==> config.mk <==
export PLATFORM = sky130hd
export DESIGN_NAME = resultCollect
export DESIGN_NICKNAME = d
export VERILOG_FILES = /design/src/common/vecAluPkg.sv /design/src/hw/resultCollect.sv
export VERILOG_INCLUDE_DIRS = /design/src /design/src/common
export SDC_FILE = /design/constraint.sdc
export NUM_CORES = 1
export LEC_CHECK = 0
export BUFFER_PORTS_ARGS = -buffer_cell sky130_fd_sc_hd__buf_2
export CAP_MARGIN = 15
export CORE_ASPECT_RATIO = 1.1
export CORE_MARGIN = 1.5
export CORE_UTILIZATION = 40
export DETAILED_ROUTE_END_ITERATION = 8
export GPL_TIMING_DRIVEN = 0
export HOLD_SLACK_MARGIN = 0.05
export PLACE_DENSITY = 0.82
export SLEW_MARGIN = 15
export SYNTH_ARGS = -nofsm -noshare
export SYNTH_HDL_FRONTEND = slang
export SYNTH_SLANG_ARGS = --single-unit
==> constraint.sdc <==
create_clock -name clk -period 0.8 [get_ports clk]
set_input_delay 0.12 -clock clk [delete_from_list [all_inputs] [get_ports clk]]
set_output_delay 0.12 -clock clk [all_outputs]
set_load 0.02 [all_outputs]
==> src/common/vecAlu_params.svh <==
`ifndef VECALU_PARAMS_SVH
`define VECALU_PARAMS_SVH

// number of vector lanes
`define LANES 4

// element width in bits
`define XLEN 32

// opcode width of an issued instruction
`define OPW 5

// shift amount width, taken from B
`define SHW 5

`endif

==> src/common/vecAluPkg.sv <==
`include "vecAlu_params.svh"

package vecAluPkg;

	typedef logic [`XLEN-1:0] wordT; // one vector element
	typedef logic [`OPW-1:0] opCodeT; // raw opcode
	typedef logic [`LANES-1:0] laneMaskT; // one bit per lane
	typedef wordT [`LANES-1:0] vecT; // full vector operand

	typedef enum logic [`OPW-1:0] {
		opAnd    = 5'd0,
		opOr     = 5'd1,
		opAdd    = 5'd2,
		opSub    = 5'd3,
		opXor    = 5'd4,
		opSll    = 5'd5,
		opSrl    = 5'd6,
		opSltu   = 5'd7,
		opSlt    = 5'd8,
		opSge    = 5'd9,
		opSgt    = 5'd10,
		opLhi    = 5'd12,
		opMov    = 5'd14,
		opAddf   = 5'd15,
		opCvti2f = 5'd30,
		opCvtf2i = 5'd31
	} aluOpE;

	typedef struct packed {
		vecT a;
		vecT b;
		opCodeT opCode;
		logic bcastB; // use b element 0 in every lane
	} issueReqT;

	typedef struct packed {
		aluOpE op;
		vecT a;
		vecT b;
	} laneCmdT;

	typedef struct packed {
		wordT result;
		logic carry;
		logic overflow;
		logic setFlag;
		logic zero;
	} laneOutT;

	typedef struct packed {
		vecT result;
		laneMaskT carryMask;
		laneMaskT overflowMask;
		laneMaskT setMask;
		laneMaskT zeroMask;
		logic allZero;
	} vecResultT;

endpackage

==> src/hw/resultCollect.sv <==
`timescale 1ns/1ps
`include "vecAlu_params.svh"

module resultCollect import vecAluPkg::*; (
	input logic clk,
	input logic arstN,
	input logic [`LANES-1:0] laneValid,
	input laneOutT [`LANES-1:0] laneOut,
	output logic resultValid,
	output vecResultT result
);

	vecResultT nextRes;

	always_comb begin
		nextRes = '0;
		for (int i = 0; i < `LANES; i++) begin
			nextRes.result[i] = laneOut[i].result;
			nextRes.carryMask[i] = laneOut[i].carry;
			nextRes.overflowMask[i] = laneOut[i].overflow;
			nextRes.setMask[i] = laneOut[i].setFlag;
			nextRes.zeroMask[i] = laneOut[i].zero;
		end
		nextRes.allZero = &nextRes.zeroMask; // whole vector is zero
	end

	// lanes run in lockstep, lane 0 stands for all
	always_ff @(posedge clk or negedge arstN) begin
		if (!arstN) begin
			resultValid <= 1'b0;
			result <= '0;
		end else begin
			resultValid <= laneValid[0];
			if (laneValid[0])
				result <= nextRes;
		end
	end

endmodule

==> results.tsv <==
metric	value	unit
status	finished, violations left	
failing checks	negative hold slack, negative setup slack	
CP required	0.68	ns
Worst-Skew Late Latency	0.40	ns
Core Region	13700	um2
first-pass GRT wire length	30.2	mm
Rows	45	
largest net degree at the start of global routing	77	
critical path capture point type	output pin	
MaxCap Viol Count	0	
H-tree lvl count	4	
post-synthesis cell count	309	
final slew viol count	0	
die area	14700	um2
final core occ	81.3	%
post-synth design cell area	5610	um2
Syn Area/Cell	18.1	um2
actual slew at the worst max-slew pin	0.680	ns
leakage	5.47	nW
DIE WIDTH	116	um
PnR worst setup slack	-0.343	ns
# IOs	296	
Die H	127	um
minimum clock period	1.14	ns
Layout Nets	988	
layout cell share with drive strength beyond 1	65.7	%
worst hold path class	in2async	
peak supply drop	1600	uV
Final setup violation count	240	
Worst path slowest cell	dfrtp_1	
Final Hold Vio Count	70	
post-synthesis register bit count	146	
CP bufs+invs	1	
Worst EP arrival	1.02	ns
Global Route Usage Sum	27.6	%
pwr dens	2090	nW/um2
clk buf depth	2	
hold buffers post-CTS	145	
Rel. slew slack	54.6	%
YS warnings	0	
Placed Cells	790	
vias in the first global route	5557	
Reg clk slew, reported paths	0.07	ns
DR vias/cell	4.82	
top cells by area, synth	dfrtp_1, mux2_2, mux2_4, buf_6, buf_2	
crit path kind	reg2out	
area share of the largest cell type after synthesis	65.2	%
Root Driver	clkbuf_16	
CTS Buf Count	17	
Initial Util	40.8	%
detailed placer's ending HPWL	9.74	mm
crit path cell chain	buf_6	
crit-path max cell delay	0.45	ns
routed length per placed instance	21.9	um
Mapped Nets	459	
Min Hold Slack	-0.285	ns
CTS tree	yes	
area grow syn2layout	99.3	%
post-synth cell types	8	
GP Congestion	0.760	
Fin Setup TNS	-47.39	ns
Clock Skew	0	ns
DR DRC count	0	
vias	5016	
Final Cycle Share	143	%
PortBufs	292	
total grt overflow	0	
final WL	22.8	mm
Max Fanout on Critical Path	2	
Post-Layout Cell Count	1040	
cell taking the most area after synthesis	dfrtp_1	
antenna violations before repair	1	
post-synthesis sequential area ratio	65.2	%
Post-DRT Antenna Nets	0	
DRT Pass-1 Iters	4	
initial DRC count	220	
RSZ-0062 raised after global routing	true	
delay-heaviest family, CP	flip-flops	
critical path launch point type	register	
Max Freq	875	MHz
Place WS	-0.426	ns
CTS Sinks	146	
registers in the layout, indices dropped and copies added, names as in the netlist:
signal / cells
result: 145
resultValid: 1
cell usage in the layout (no fill, tap or decap), types with 2 or more instances in the layout:
master         count
bufinv_16          4
dfrtp_1          141
mux2_2            72
dlygate4sd3_1    145
buf_6            198
clkinv_2           4
buf_2            153
clkbuf_1           3
clkbuf_8           2
buf_8              7
dfrtp_2            5
clkbuf_16         17
mux2_4            72
buf_4             21
power by group:
group	total, mW	switching [mW]	internal (mW)	leakage, nW
clock network	8.50	3.12	5.38	0.304
logic	6.02	2.44	3.58	3.46
registers	8.84	0.709	8.13	1.70
final timing paths:
check / startpoint / slack [ns] / cells after the start / to
max in group asynchronous: arstN / 0.26 / 2 / result[104]
max reg2reg: result[31] / -0.21 / 2 / result[31]
max: result[31] / -0.34 / 1 / result[31]
min: arstN / -0.29 / 1 / result[65]
min in group clk: laneValid[0] / 0.39 / 4 / result[12]
min reg2reg: result[125] / 0.53 / 1 / result[125]
final cells by class:
cell class / instances / area, um2
antenna: 1 / 2.50
clock inverter: 10 / 156
multi-input combinational: 146 / 1910
tap: 188 / 235
timing repair buffer: 510 / 4590
sequential: 146 / 3660
fill: 665 / 2560
clock buffer: 22 / 464
inverter: 1 / 3.75
buffer: 16 / 153
cells by family (layout without fill, tap and decap cells):
family	Yosys count	after routing	share of synthesized area, %
flops	146	146	65.2
mux	145	145	32.4
buf+inv	17	559	2.28
simple gates	1	1	0.112
other cells	0	1	0
synth_stat cells, drive strengths merged:
cell type / instances
mux2: 144
nand4: 1
inv: 1
dfrtp: 146
buf: 16
mux2i: 1
what timing repair did:
action / 4_1_cts / 5_1_grt
setup endpoints to repair: 147 / 237
gates resized for setup: 292 / 74
setup buffers: 31 / 53
endpoints found under the hold margin: 216 / 70
layer usage:
metal | vias to the layer above | share of wire (%) | GRT usage, %
met4 | 0 | 4.6 | 13.0
met3 | 75 | 6.5 | 9.54
met2 | 275 | 54 | 51.3
met5 | - | 0 | 0
met1 | 2512 | 35 | 27.0
li1 | 2154 | - | -
metrics by stage:
step	power, mW	area (um2)	hold slack (ns)
2_1_floorplan	10.6	5640	-0.176
3_3_place_gp	12.0	7340	0.265
3_5_place_dp	12.2	7370	0.167
4_1_cts	22.3	10600	-0.276
5_1_grt	24.1	11200	-0.228
6_report	23.4	11200	-0.285
Note: power is estimated with default switching activity, not from simulation.
