[src/common/vecAlu_params.svh]
`ifndef VECALU_PARAMS_SVH
`define VECALU_PARAMS_SVH

// number of vector lanes
`define LANES 4

// element width in bits
`define XLEN 32

// opcode width of an issued instruction
`define OPW 5

// shift amount width, taken from B
`define SHW 5

`endif

[src/common/vecAluPkg.sv]
`include "vecAlu_params.svh"

package vecAluPkg;

	typedef logic [`XLEN-1:0] wordT; // one vector element
	typedef logic [`OPW-1:0] opCodeT; // raw opcode
	typedef logic [`LANES-1:0] laneMaskT; // one bit per lane
	typedef wordT [`LANES-1:0] vecT; // full vector operand

	typedef enum logic [`OPW-1:0] {
		opAnd    = 5'd0,
		opOr     = 5'd1,
		opAdd    = 5'd2,
		opSub    = 5'd3,
		opXor    = 5'd4,
		opSll    = 5'd5,
		opSrl    = 5'd6,
		opSltu   = 5'd7,
		opSlt    = 5'd8,
		opSge    = 5'd9,
		opSgt    = 5'd10,
		opLhi    = 5'd12,
		opMov    = 5'd14,
		opAddf   = 5'd15,
		opCvti2f = 5'd30,
		opCvtf2i = 5'd31
	} aluOpE;

	typedef struct packed {
		vecT a;
		vecT b;
		opCodeT opCode;
		logic bcastB; // use b element 0 in every lane
	} issueReqT;

	typedef struct packed {
		aluOpE op;
		vecT a;
		vecT b;
	} laneCmdT;

	typedef struct packed {
		wordT result;
		logic carry;
		logic overflow;
		logic setFlag;
		logic zero;
	} laneOutT;

	typedef struct packed {
		vecT result;
		laneMaskT carryMask;
		laneMaskT overflowMask;
		laneMaskT setMask;
		laneMaskT zeroMask;
		logic allZero;
	} vecResultT;

endpackage

[src/hw/issueDecode.sv]
`timescale 1ns/1ps
`include "vecAlu_params.svh"

module issueDecode import vecAluPkg::*; (
	input logic clk,
	input logic arstN,
	input logic issueValid,
	input issueReqT req,
	output logic cmdValid,
	output laneCmdT cmd
);

	aluOpE decOp;
	vecT laneB;

	// opcode map, anything outside the set runs as add
	always_comb begin
		case (req.opCode)
			opAnd,
			opOr,
			opAdd,
			opSub,
			opXor,
			opSll,
			opSrl,
			opSltu,
			opSlt,
			opSge,
			opSgt,
			opLhi,
			opMov,
			opAddf,
			opCvti2f,
			opCvtf2i: begin
				decOp = aluOpE'(req.opCode);
			end
			default: begin
				decOp = opAdd;
			end
		endcase
	end

	// B operand per lane
	always_comb begin
		for (int i = 0; i < `LANES; i++) begin
			laneB[i] = req.bcastB ? req.b[0] : req.b[i]; // scalar B broadcast
		end
	end

	always_ff @(posedge clk or negedge arstN) begin
		if (!arstN) begin
			cmdValid <= 1'b0;
			cmd <= '0;
		end else begin
			cmdValid <= issueValid;
			if (issueValid) begin
				cmd.op <= decOp;
				cmd.a <= req.a;
				cmd.b <= laneB;
			end
		end
	end

endmodule

[config.mk]
export PLATFORM = sky130hd
export DESIGN_NAME = issueDecode
export DESIGN_NICKNAME = d
export VERILOG_FILES = /design/src/common/vecAluPkg.sv /design/src/hw/issueDecode.sv
export VERILOG_INCLUDE_DIRS = /design/src /design/src/common
export SDC_FILE = /design/constraint.sdc
export NUM_CORES = 1
export LEC_CHECK = 0
export BUFFER_PORTS_ARGS = -buffer_cell sky130_fd_sc_hd__buf_2
export CAP_MARGIN = 20
export CORE_AREA = 10 10 199 201
export DETAILED_ROUTE_END_ITERATION = 12
export DIE_AREA = 0 0 209 211
export PLACE_DENSITY = 0.71
export SKIP_CTS_REPAIR_TIMING = 1
export SLEW_MARGIN = 5
export SYNTH_ARGS = -nofsm -noshare
export SYNTH_HDL_FRONTEND = slang
export SYNTH_SLANG_ARGS = --single-unit
[constraint.sdc]
create_clock -name clk -period 0.95 [get_ports clk]
set_clock_uncertainty 0.2 [all_clocks]
set_input_delay 0.19 -clock clk [delete_from_list [all_inputs] [get_ports clk]]
set_output_delay 0.19 -clock clk [all_outputs]
set_load 0.01 [all_outputs]
==> results.yml, run 1 <==
worst_setup_path:
  max_stage_delay_ns: 0.43
  worst_r2r_endpoint: "cmd[194]"
  start_kind: "flip-flop"
  cp.required_ns: 0.56
  cp-end-kind: "primary output"
  critPathLaunch: "cmd[194]"
  crit_chain: "buf_2"
  cp.depth: 1
  path_class: "reg2out"
  crit_end: "cmd[194]"
  critPathMaxFanout: 2
  reg2reg_slack_ns: -0.21
  cp.buffers_inverters: 1
  reg2regPathDepth: 2
  critPathTopFamily: "flip-flops"
  slowest_stage: "dfrtp_1"
  critical_path_arrival_ns: 1.15
  r2r-start: "cmd[194]"
logic_synthesis:
  yosys_register_bits: 262
  avgSynthCellArea_um2: 14.16
  yosysSeqAreaShare: 0.5969
  syn_nets: 1041
  synth_cell_types: 16
  syn_area_um2: 10980
  synth.yosys.warnings: 0
  syn_inst: 776
floorplanning:
  row_count: 69
  pin_count: 527
  core-area_um2: 35400
  die_w_um: 209
  die-area_um2: 44100
  start_util: 0.3103
  die_h_um: 211
status:
  status: "finished with violations"
  violations: "hold timing, setup timing"
cells_and_area:
  final_nets: 1949
  fin_cells: 2168
  nFillCells: 2627
  layout-drive-gt1-share: 0.5276
  area_growth_pct: 80.19
global_route:
  grt_pass1_wl_um: 54700
  antenna_found_initial: 2
  gr-usage-all-layers: 0.1552
  grt_pass1_vias: 9157
  grt_start_max_net_pins: 61
  grt-ovfl-total: 0
cts:
  cts_root_buffer: "clkbuf_16"
  cts_buffer_depth: 3
  insertion_delay_ns: 0.53
  cts_tree: "done"
  cts_inserted_buffers: 27
  htreeDepth: 1
  clkTransAtPathRegs_ns: 0.07
  cts.sinks: 262
timing:
  fmax_ghz: 0.6502
  maxSlewHeadroom: 0.7889
  hold_slack_ns: -0.2054
  setup_violations: 468
  worst_pin_slew_ns: 0.3166
  slew_violations: 0
  finalHoldViolCount: 52
  grt_setup_unrepaired: "true"
  setup_tns_ns: -147.69
  setup_slack_ns: -0.5881
  period_share: 1.619
  fin_crit_ns: 1.538
placed_design:
  gp_congestion: 0.8131
  dp.cells: 1774
  portBuffers: 526
  hpwlAfterDp_um: 29200
detailed_routing:
  ant_nets: 0
  drt-wirelength-per-cell_um: 21.66
  drcViolationCount: 0
  finalWirelength_um: 46960
  via_count: 10190
  drtIter0Drc: 519
  vias_per_cell: 4.702
  firstDrtPassIters: 5
power:
  power_density_nw_per_um2: 1646
  power_mw: 32.59
  irDropWorstVdd_uv: 1405
  p_leak_nw: 9.710
hold_path:
  hold_path_class: "in2reg"
flow_run:
  cap_violations: 0
[state kept, by name, indices dropped and copies added (netlist names)]
register	cells
cmdValid	1
cmd	261
[how the worst min path moves through the flow]
| stage | from | end | slack, ns | cells after the start |
|---|---|---|---|---|
| 6_report | req[2] | cmd[257] | -0.21 | 3 |
| 5_1_grt | req[2] | cmd[257] | -0.20 | 3 |
| 4_1_cts | arstN | cmd[100] | -0.64 | 2 |
| 3_3_place_gp | arstN | cmd[100] | -0.07 | 2 |
| 3_5_place_dp | arstN | cmd[68] | -0.07 | 2 |
| 2_1_floorplan | arstN | cmdValid | -0.31 | 0 |
[power breakdown]
| part | internal (mW) | switching, mW |
|---|---|---|
| sequential | 12.3 | 0.941 |
| clock | 7.05 | 4.53 |
| combinational | 4.53 | 3.24 |
[metal layers]
layer / GRT usage / up-vias / wire [um]
met5: 0 / - / 0
met4: 0.04068 / 0 / 1795
met3: 0.04879 / 108 / 3093
met2: 0.2763 / 446 / 25010
met1: 0.1763 / 5106 / 17060
li1: - / 4533 / -
[cells by family after synthesis]
group                  after synthesis  synth area share
muxes                              259            0.2853
AOI/OAI and AO/OA                  101           0.04739
buffers and inverters               52           0.03543
and+or+nand+nor                    102           0.03497
DFF                                262            0.5969
[cells in the final DEF, fill, tap and decap left out, drive strengths merged, types with 2 or more instances in the layout]
master,count
dlygate4sd3,259
clkbuf,38
o211a,2
mux2i,99
mux2,160
bufinv,5
dfrtp,262
clkinvlp,2
a21oi,97
buf,671
clkinv,4
diode,3
nor2,100
[area by class of cell]
class                   instances  area [um2]  share of cell area
clock buffers                  38       777.0             0.03926
diodes                          3       7.507           0.0003793
flip-flops and latches        262        6558              0.3313
repair buffers                930        7516              0.3797
multi-input cells             462        4165              0.2104
well taps                     461       576.8             0.02914
inverters                       1       3.754           0.0001896
clock inverters                11       188.9            0.009545
[synthesized netlist by cell type]
master    count  share of area
buf_2        29          0.013
o22ai_1       1        0.00057
a311oi_1      1        0.00080
nand3_1       1        0.00046
buf_4         6         0.0041
o211a_1       2         0.0018
buf_6        12          0.012
dfrtp_1     262           0.60
inv_1         1        0.00034
nor2_1      100          0.034
mux2_2       69          0.071
a21oi_1      97          0.044
nand2_1       1        0.00034
mux2i_1      99          0.090
buf_8         4         0.0055
mux2_4       91           0.12
[per-stage QoR]
stage | util | cell area (um2) | setup WS [ns] | hold slack, ns
global placement | 0.4097 | 14500 | -0.4354 | -0.06808
CTS | 0.4369 | 15470 | -0.6184 | -0.6435
global route | 0.5591 | 19790 | -0.6335 | -0.1987
finish | 0.5592 | 19790 | -0.5881 | -0.2054
floorplan | - | 11130 | -0.2539 | -0.3056
detailed placement | 0.4097 | 14500 | -0.4480 | -0.06576
Note: power is estimated with default switching activity, not from simulation.
==> inputs of run 2 (changes only) <==
--- a/config.mk
+++ b/config.mk
@@ -12,6 +12,7 @@
 export DETAILED_ROUTE_END_ITERATION = 12
 export DIE_AREA = 0 0 209 211
 export PLACE_DENSITY = 0.71
+export RECOVER_POWER = 50
 export SKIP_CTS_REPAIR_TIMING = 1
 export SLEW_MARGIN = 5
 export SYNTH_ARGS = -nofsm -noshare
==> run 2 against run 1 <==
  * The flow still finishes with violations (hold timing, setup timing)
  * Fmax is essentially flat
  * Worst hold slack is essentially flat
  * Final area shrank 0.20%
  * Non-clock buffer count is the same
  * Critical path depth is the same
  * Sequential cell count is the same
  * Combinational power is essentially flat
  * Highest routed layer unchanged
==> results.yml, run 2 (same netlist as run 1, synthesis figures left out) <==
detailed_routing:
  drtIter0Drc: 519
  ant_nets: 0
  finalWirelength_um: 46950
  via_count: 10200
  vias_per_cell: 4.705
  drt-wirelength-per-cell_um: 21.65
  drcViolationCount: 0
  firstDrtPassIters: 5
cells_and_area:
  final_common_cell: "buf_2"
  final_cell_mix: "buf_2 (382), dfrtp_1 (261), dlygate4sd3_1 (259)"
  fin_cells: 2168
  final_nets: 1949
  post-route-cell-area_um2: 19750
  area_growth_pct: 79.84
  regMostFlops: "cmd"
  reg.largest.list: "cmd (261), cmdValid (1)"
  largest_reg_flops: 261
  layout-drive-gt1-share: 0.5270
floorplanning:
  die-area_um2: 44100
  pin_count: 527
  core-area_um2: 35400
  row_count: 69
  start_util: 0.3103
  die_h_um: 211
  die_w_um: 209
placed_design:
  post_dp_cell_area_um2: 14500
  dp.cells: 1774
  gp_congestion: 0.8131
  portBuffers: 526
  hpwlAfterDp_um: 29200
power:
  power_density_nw_per_um2: 1649
  p_leak_nw: 9.693
  irDropWorstVdd_uv: 1405
status:
  status: "finished with violations"
  violations: "hold timing, setup timing"
global_route:
  grt_start_max_net_pins: 61
  grt-ovfl-total: 0
  gr-usage-all-layers: 0.1552
  grt_pass1_wl_um: 54700
  grt_pass1_vias: 9157
  antenna_found_initial: 2
worst_setup_path:
  critPathTopFamily: "flip-flops"
  path_class: "reg2out"
  critPathMaxFanout: 2
  cp.required_ns: 0.56
  start_kind: "flip-flop"
  cp-end-kind: "primary output"
  slowest_stage: "dfrtp_1"
  cp.depth: 1
  cp.buffers_inverters: 1
  critical_path_arrival_ns: 1.15
  crit_chain: "buf_2"
  reg2regPathDepth: 2
  max_stage_delay_ns: 0.43
timing:
  maxSlewHeadroom: 0.6789
  grt_setup_unrepaired: "true"
  fin_crit_ns: 1.538
  setup_slack_ns: -0.5881
  worst_pin_slew_ns: 0.4817
  period_share: 1.619
  setup_violations: 693
  finalHoldViolCount: 18
  fmax_ghz: 0.6502
  setup_tns_ns: -157.34
  slew_violations: 0
  hold_slack_ns: -0.2050
cts:
  cts_buffer_depth: 3
  clkTransAtPathRegs_ns: 0.07
  cts_tree: "done"
  cts_root_buffer: "clkbuf_16"
  htreeDepth: 1
  cts.sinks: 262
  cts_inserted_buffers: 27
  insertion_delay_ns: 0.53
flow_run:
  cap_violations: 0
hold_path:
  min_path_cells: 3
  hold_path_class: "in2reg"
-- run 2: cell types whose count changed in the layout (fill, tap and decap cells not counted) --
cell	delta
buf_12	-2
buf_4	-1
buf_8	-1
clkbuf_1	+1
clkbuf_2	+1
clkbuf_4	+2
-- run 2: stage by stage --
step / worst slack [ns] / total power, mW / hold WS [ns] / util
after floorplan: -0.2539 / 15.66 / -0.3056 / -
after detailed placement: -0.4480 / 18.48 / -0.06576 / 0.4097
after CTS: -0.6184 / 30.07 / -0.6435 / 0.4369
after global routing: -0.6335 / 33.79 / -0.1987 / 0.5580
final: -0.5881 / 32.57 / -0.2050 / 0.5581
after global placement: -0.4354 / 18.34 / -0.06808 / 0.4097
-- run 2: area by class of cell --
| class | instances | area [um2] |
|---|---|---|
| diodes | 3 | 7.507 |
| clock buffers | 38 | 777.0 |
| clock inverters | 11 | 188.9 |
| fillers | 2632 | 15640 |
| inverters | 1 | 3.754 |
| multi-input cells | 462 | 4165 |
| flip-flops and latches | 262 | 6558 |
| well taps | 461 | 576.8 |
| repair buffers | 930 | 7477 |
-- run 2: where the power goes --
part | total, mW | switching, mW | internal, mW
Combinational | 7.75 | 3.23 | 4.52
Sequential | 13.2 | 0.941 | 12.3
Clock | 11.6 | 4.53 | 7.05
Total | 32.6 | 8.70 | 23.9
-- run 2: metal layers --
metal  global-route usage  vias to the layer above  share of wire
li1                     -                     4534              -
met1               0.1763                     5109           0.36
met2               0.2763                      448           0.53
met3              0.04879                      110          0.066
met4              0.04068                        0          0.039
met5                    0                        -              0
-- run 2: path summary, 6_finish.rpt --
path | startpoint | slack [ns] | endpoint
min | req[2] | -0.20 | cmd[257]
max | cmd[194] | -0.59 | cmd[194]
min reg2reg | cmd[230] | 0.30 | cmd[230]
min in group asynchronous | arstN | 0.10 | cmd[100]
max in group asynchronous | arstN | -0.09 | cmd[66]
max reg2reg | cmd[194] | -0.21 | cmd[194]
==> inputs of run 3 (changes only) <==
--- a/config.mk
+++ b/config.mk
@@ -6,15 +6,17 @@
 export SDC_FILE = /design/constraint.sdc
 export NUM_CORES = 1
 export LEC_CHECK = 0
+export ABC_AREA = 1
 export BUFFER_PORTS_ARGS = -buffer_cell sky130_fd_sc_hd__buf_2
 export CAP_MARGIN = 20
-export CORE_AREA = 10 10 199 201
+export CORE_AREA = 10 10 196 198
 export DETAILED_ROUTE_END_ITERATION = 12
-export DIE_AREA = 0 0 209 211
-export PLACE_DENSITY = 0.71
+export DIE_AREA = 0 0 206 208
+export PLACE_DENSITY = 0.64
 export RECOVER_POWER = 50
 export SKIP_CTS_REPAIR_TIMING = 1
 export SLEW_MARGIN = 5
 export SYNTH_ARGS = -nofsm -noshare
 export SYNTH_HDL_FRONTEND = slang
 export SYNTH_SLANG_ARGS = --single-unit
+export TNS_END_PERCENT = 50
==> run 3 against run 2 <==
  * The run still ends with hold timing, setup timing left
  * Sequential share of layout area rose by 0.58 points
  * Worst hold slack lost 0.042 ns
  * Synthesized area shrank 5.5%
  * Synthesized cell count up 49%
  * Clock power up 14%
  * Routed wire length increased by 4.8%
  * Critical path type unchanged
  * Critical endpoint is now cmd[101]
  * Largest cell class unchanged
==> results.yml, run 3 <==
global_route:
  grt-ovfl-total: 0
  gr-usage-all-layers: 0.1820
  grt_start_max_net_pins: 44
  grt_pass1_vias: 10580
  grt_pass1_wl_um: 61940
  antenna_found_initial: 8
logic_synthesis:
  yosysSeqAreaShare: 0.6315
  synth_top_area_share: 0.6315
  synth-edff-count: 0
  yosys-top-cells-count: "nand2_1 (594), dfrtp_1 (262), nor2_1 (97)"
  synth.area.top_cells: "dfrtp_1 (63%), nand2_1 (21%), a21oi_1 (4.6%)"
  yosysTopAreaCell: "dfrtp_1"
  synth.yosys.warnings: 0
  async_reset_ff_frac: 1.000
  yosys_register_bits: 262
  avgSynthCellArea_um2: 8.958
  syn_inst: 1159
  ys.flop_type: "dfrtp_1"
  yosysMostFrequentCell: "nand2_1"
  synth_cell_types: 15
  syn_area_um2: 10380
  syn_nets: 1424
worst_setup_path:
  slowest_stage: "dfrtp_1"
  path_class: "reg2out"
  cp.required_ns: 0.56
  cp-end-kind: "primary output"
  worst_r2r_endpoint: "cmd[87]"
  critPathMaxFanout: 2
  crit_chain: "buf_6"
  start_kind: "flip-flop"
  critical_path_arrival_ns: 1.15
  max_stage_delay_ns: 0.45
  critPathTopFamily: "flip-flops"
  reg2regPathDepth: 3
  r2r-start: "cmd[87]"
  cp.buffers_inverters: 1
  reg2reg_slack_ns: -0.08
power:
  power_mw: 33.36
  irDropWorstVdd_uv: 1956
  power_density_nw_per_um2: 1718
  p_leak_nw: 10.01
floorplanning:
  die_w_um: 206
  row_count: 68
  die_h_um: 208
  start_util: 0.3021
  pin_count: 527
  die-area_um2: 42850
  core-area_um2: 34370
cells_and_area:
  final_nets: 2301
  area_growth_pct: 87.01
  final_common_cell: "nand2_1"
  final_cell_mix: "nand2_1 (588), buf_2 (349), dfrtp_1 (261), dlygate4sd3_1 (261), buf_6 (176)"
  reg.largest.list: "cmd (261), cmdValid (1)"
  nFillCells: 2721
  layout-drive-gt1-share: 0.3704
  regMostFlops: "cmd"
  largest_reg_flops: 261
  post-route-cell-area_um2: 19420
hold_path:
  hold_start: "req[2]"
  hold_path_end: "cmd[260]"
  hold_path_class: "in2reg"
  min_path_cells: 3
detailed_routing:
  firstDrtPassIters: 7
  drcViolationCount: 0
  vias_per_cell: 4.710
  drtIter0Drc: 776
  via_count: 11870
  ant_nets: 0
  drt-wirelength-per-cell_um: 19.53
  finalWirelength_um: 49220
cts:
  insertion_delay_ns: 0.53
  cts.sinks: 262
  cts_buffer_depth: 3
  cts_root_buffer: "clkbuf_16"
  cts_tree: "done"
  htreeDepth: 1
  clkTransAtPathRegs_ns: 0.06
  cts_inserted_buffers: 29
timing:
  slew_violations: 0
  worst_pin_slew_ns: 0.8131
  grt_setup_unrepaired: "true"
  hold_slack_ns: -0.2472
  fin_crit_ns: 1.539
  setup_violations: 706
  period_share: 1.620
  finalHoldViolCount: 5
  maxSlewHeadroom: 0.4561
  setup_tns_ns: -214.59
  fmax_ghz: 0.6500
  setup_slack_ns: -0.5885
placed_design:
  hpwlAfterDp_um: 32870
  gp_congestion: 0.9037
  post_dp_cell_area_um2: 14090
  portBuffers: 526
  dp_slack_ns: -0.3467
status:
  violations: "hold timing, setup timing"
  status: "finished with violations"
flow_run:
  cap_violations: 0
## run 3: cell types whose count changed after synthesis, sizes merged, moves of 2 or more
cell / change
a21oi: +31
buf: +11
clkbuf: +2
inv: +8
mux2: -160
mux2i: -99
nand2: +593
nor2: -3
o211a: -2
## run 3: tightest hold or removal path: stages
cell and delay (ns):
buf_2 0.11, nand3_1 0.08, o31ai_1 0.07
## run 3: per-layer routing
metal,vias up,global-route usage,share of wire
met5,-,0,0
li1,5357,-,-
met4,0,0.06598,0.054
met2,723,0.3092,0.49
met3,171,0.06619,0.10
met1,5619,0.2043,0.35
## run 3: per-stage QoR
step,hold WS [ns],cells,util
finish,-0.2472,2520,0.5649
global route,-0.2389,2518,0.5647
CTS,-0.5657,2202,0.4426
detailed placement,0.02612,2150,0.4099
global placement,0.02680,2150,0.4099
floorplan,-0.3056,1159,-
## run 3: logic make-up after synthesis
group           Yosys count  synth area share
buf+inv                  74           0.04326
flops                   262            0.6315
simple gates            693            0.2508
compound gates          130           0.07448
## run 3: area by class of cell
cell class / count / area [um2] / share of cell area
antenna: 8 / 20.02 / 0.001031
sequential: 262 / 6558 / 0.3377
multi-input combinational: 823 / 3523 / 0.1815
clock buffer: 41 / 840.8 / 0.04330
inverter: 10 / 57.56 / 0.002964
timing repair buffer: 910 / 7565 / 0.3896
clock inverter: 11 / 282.8 / 0.01456
tap: 455 / 569.3 / 0.02932
## run 3: power breakdown
part / internal, mW / leakage [nW] / switching (mW)
Clock: 8.55 / 0.545 / 4.63
Sequential: 12.2 / 3.11 / 0.833
Combinational: 3.76 / 6.35 / 3.36
## run 3: worst max path at each step
stage               start       end  slack (ns)  cells after the start
6_report         cmd[101]  cmd[101]       -0.59                      1
5_1_grt          cmd[101]  cmd[101]       -0.61                      1
4_1_cts          cmd[108]  cmd[108]       -0.62                      1
3_5_place_dp   issueValid   cmd[52]       -0.35                      5
3_3_place_gp       req[0]   cmd[44]       -0.34                      5
2_1_floorplan  issueValid  cmd[128]       -0.08                      5
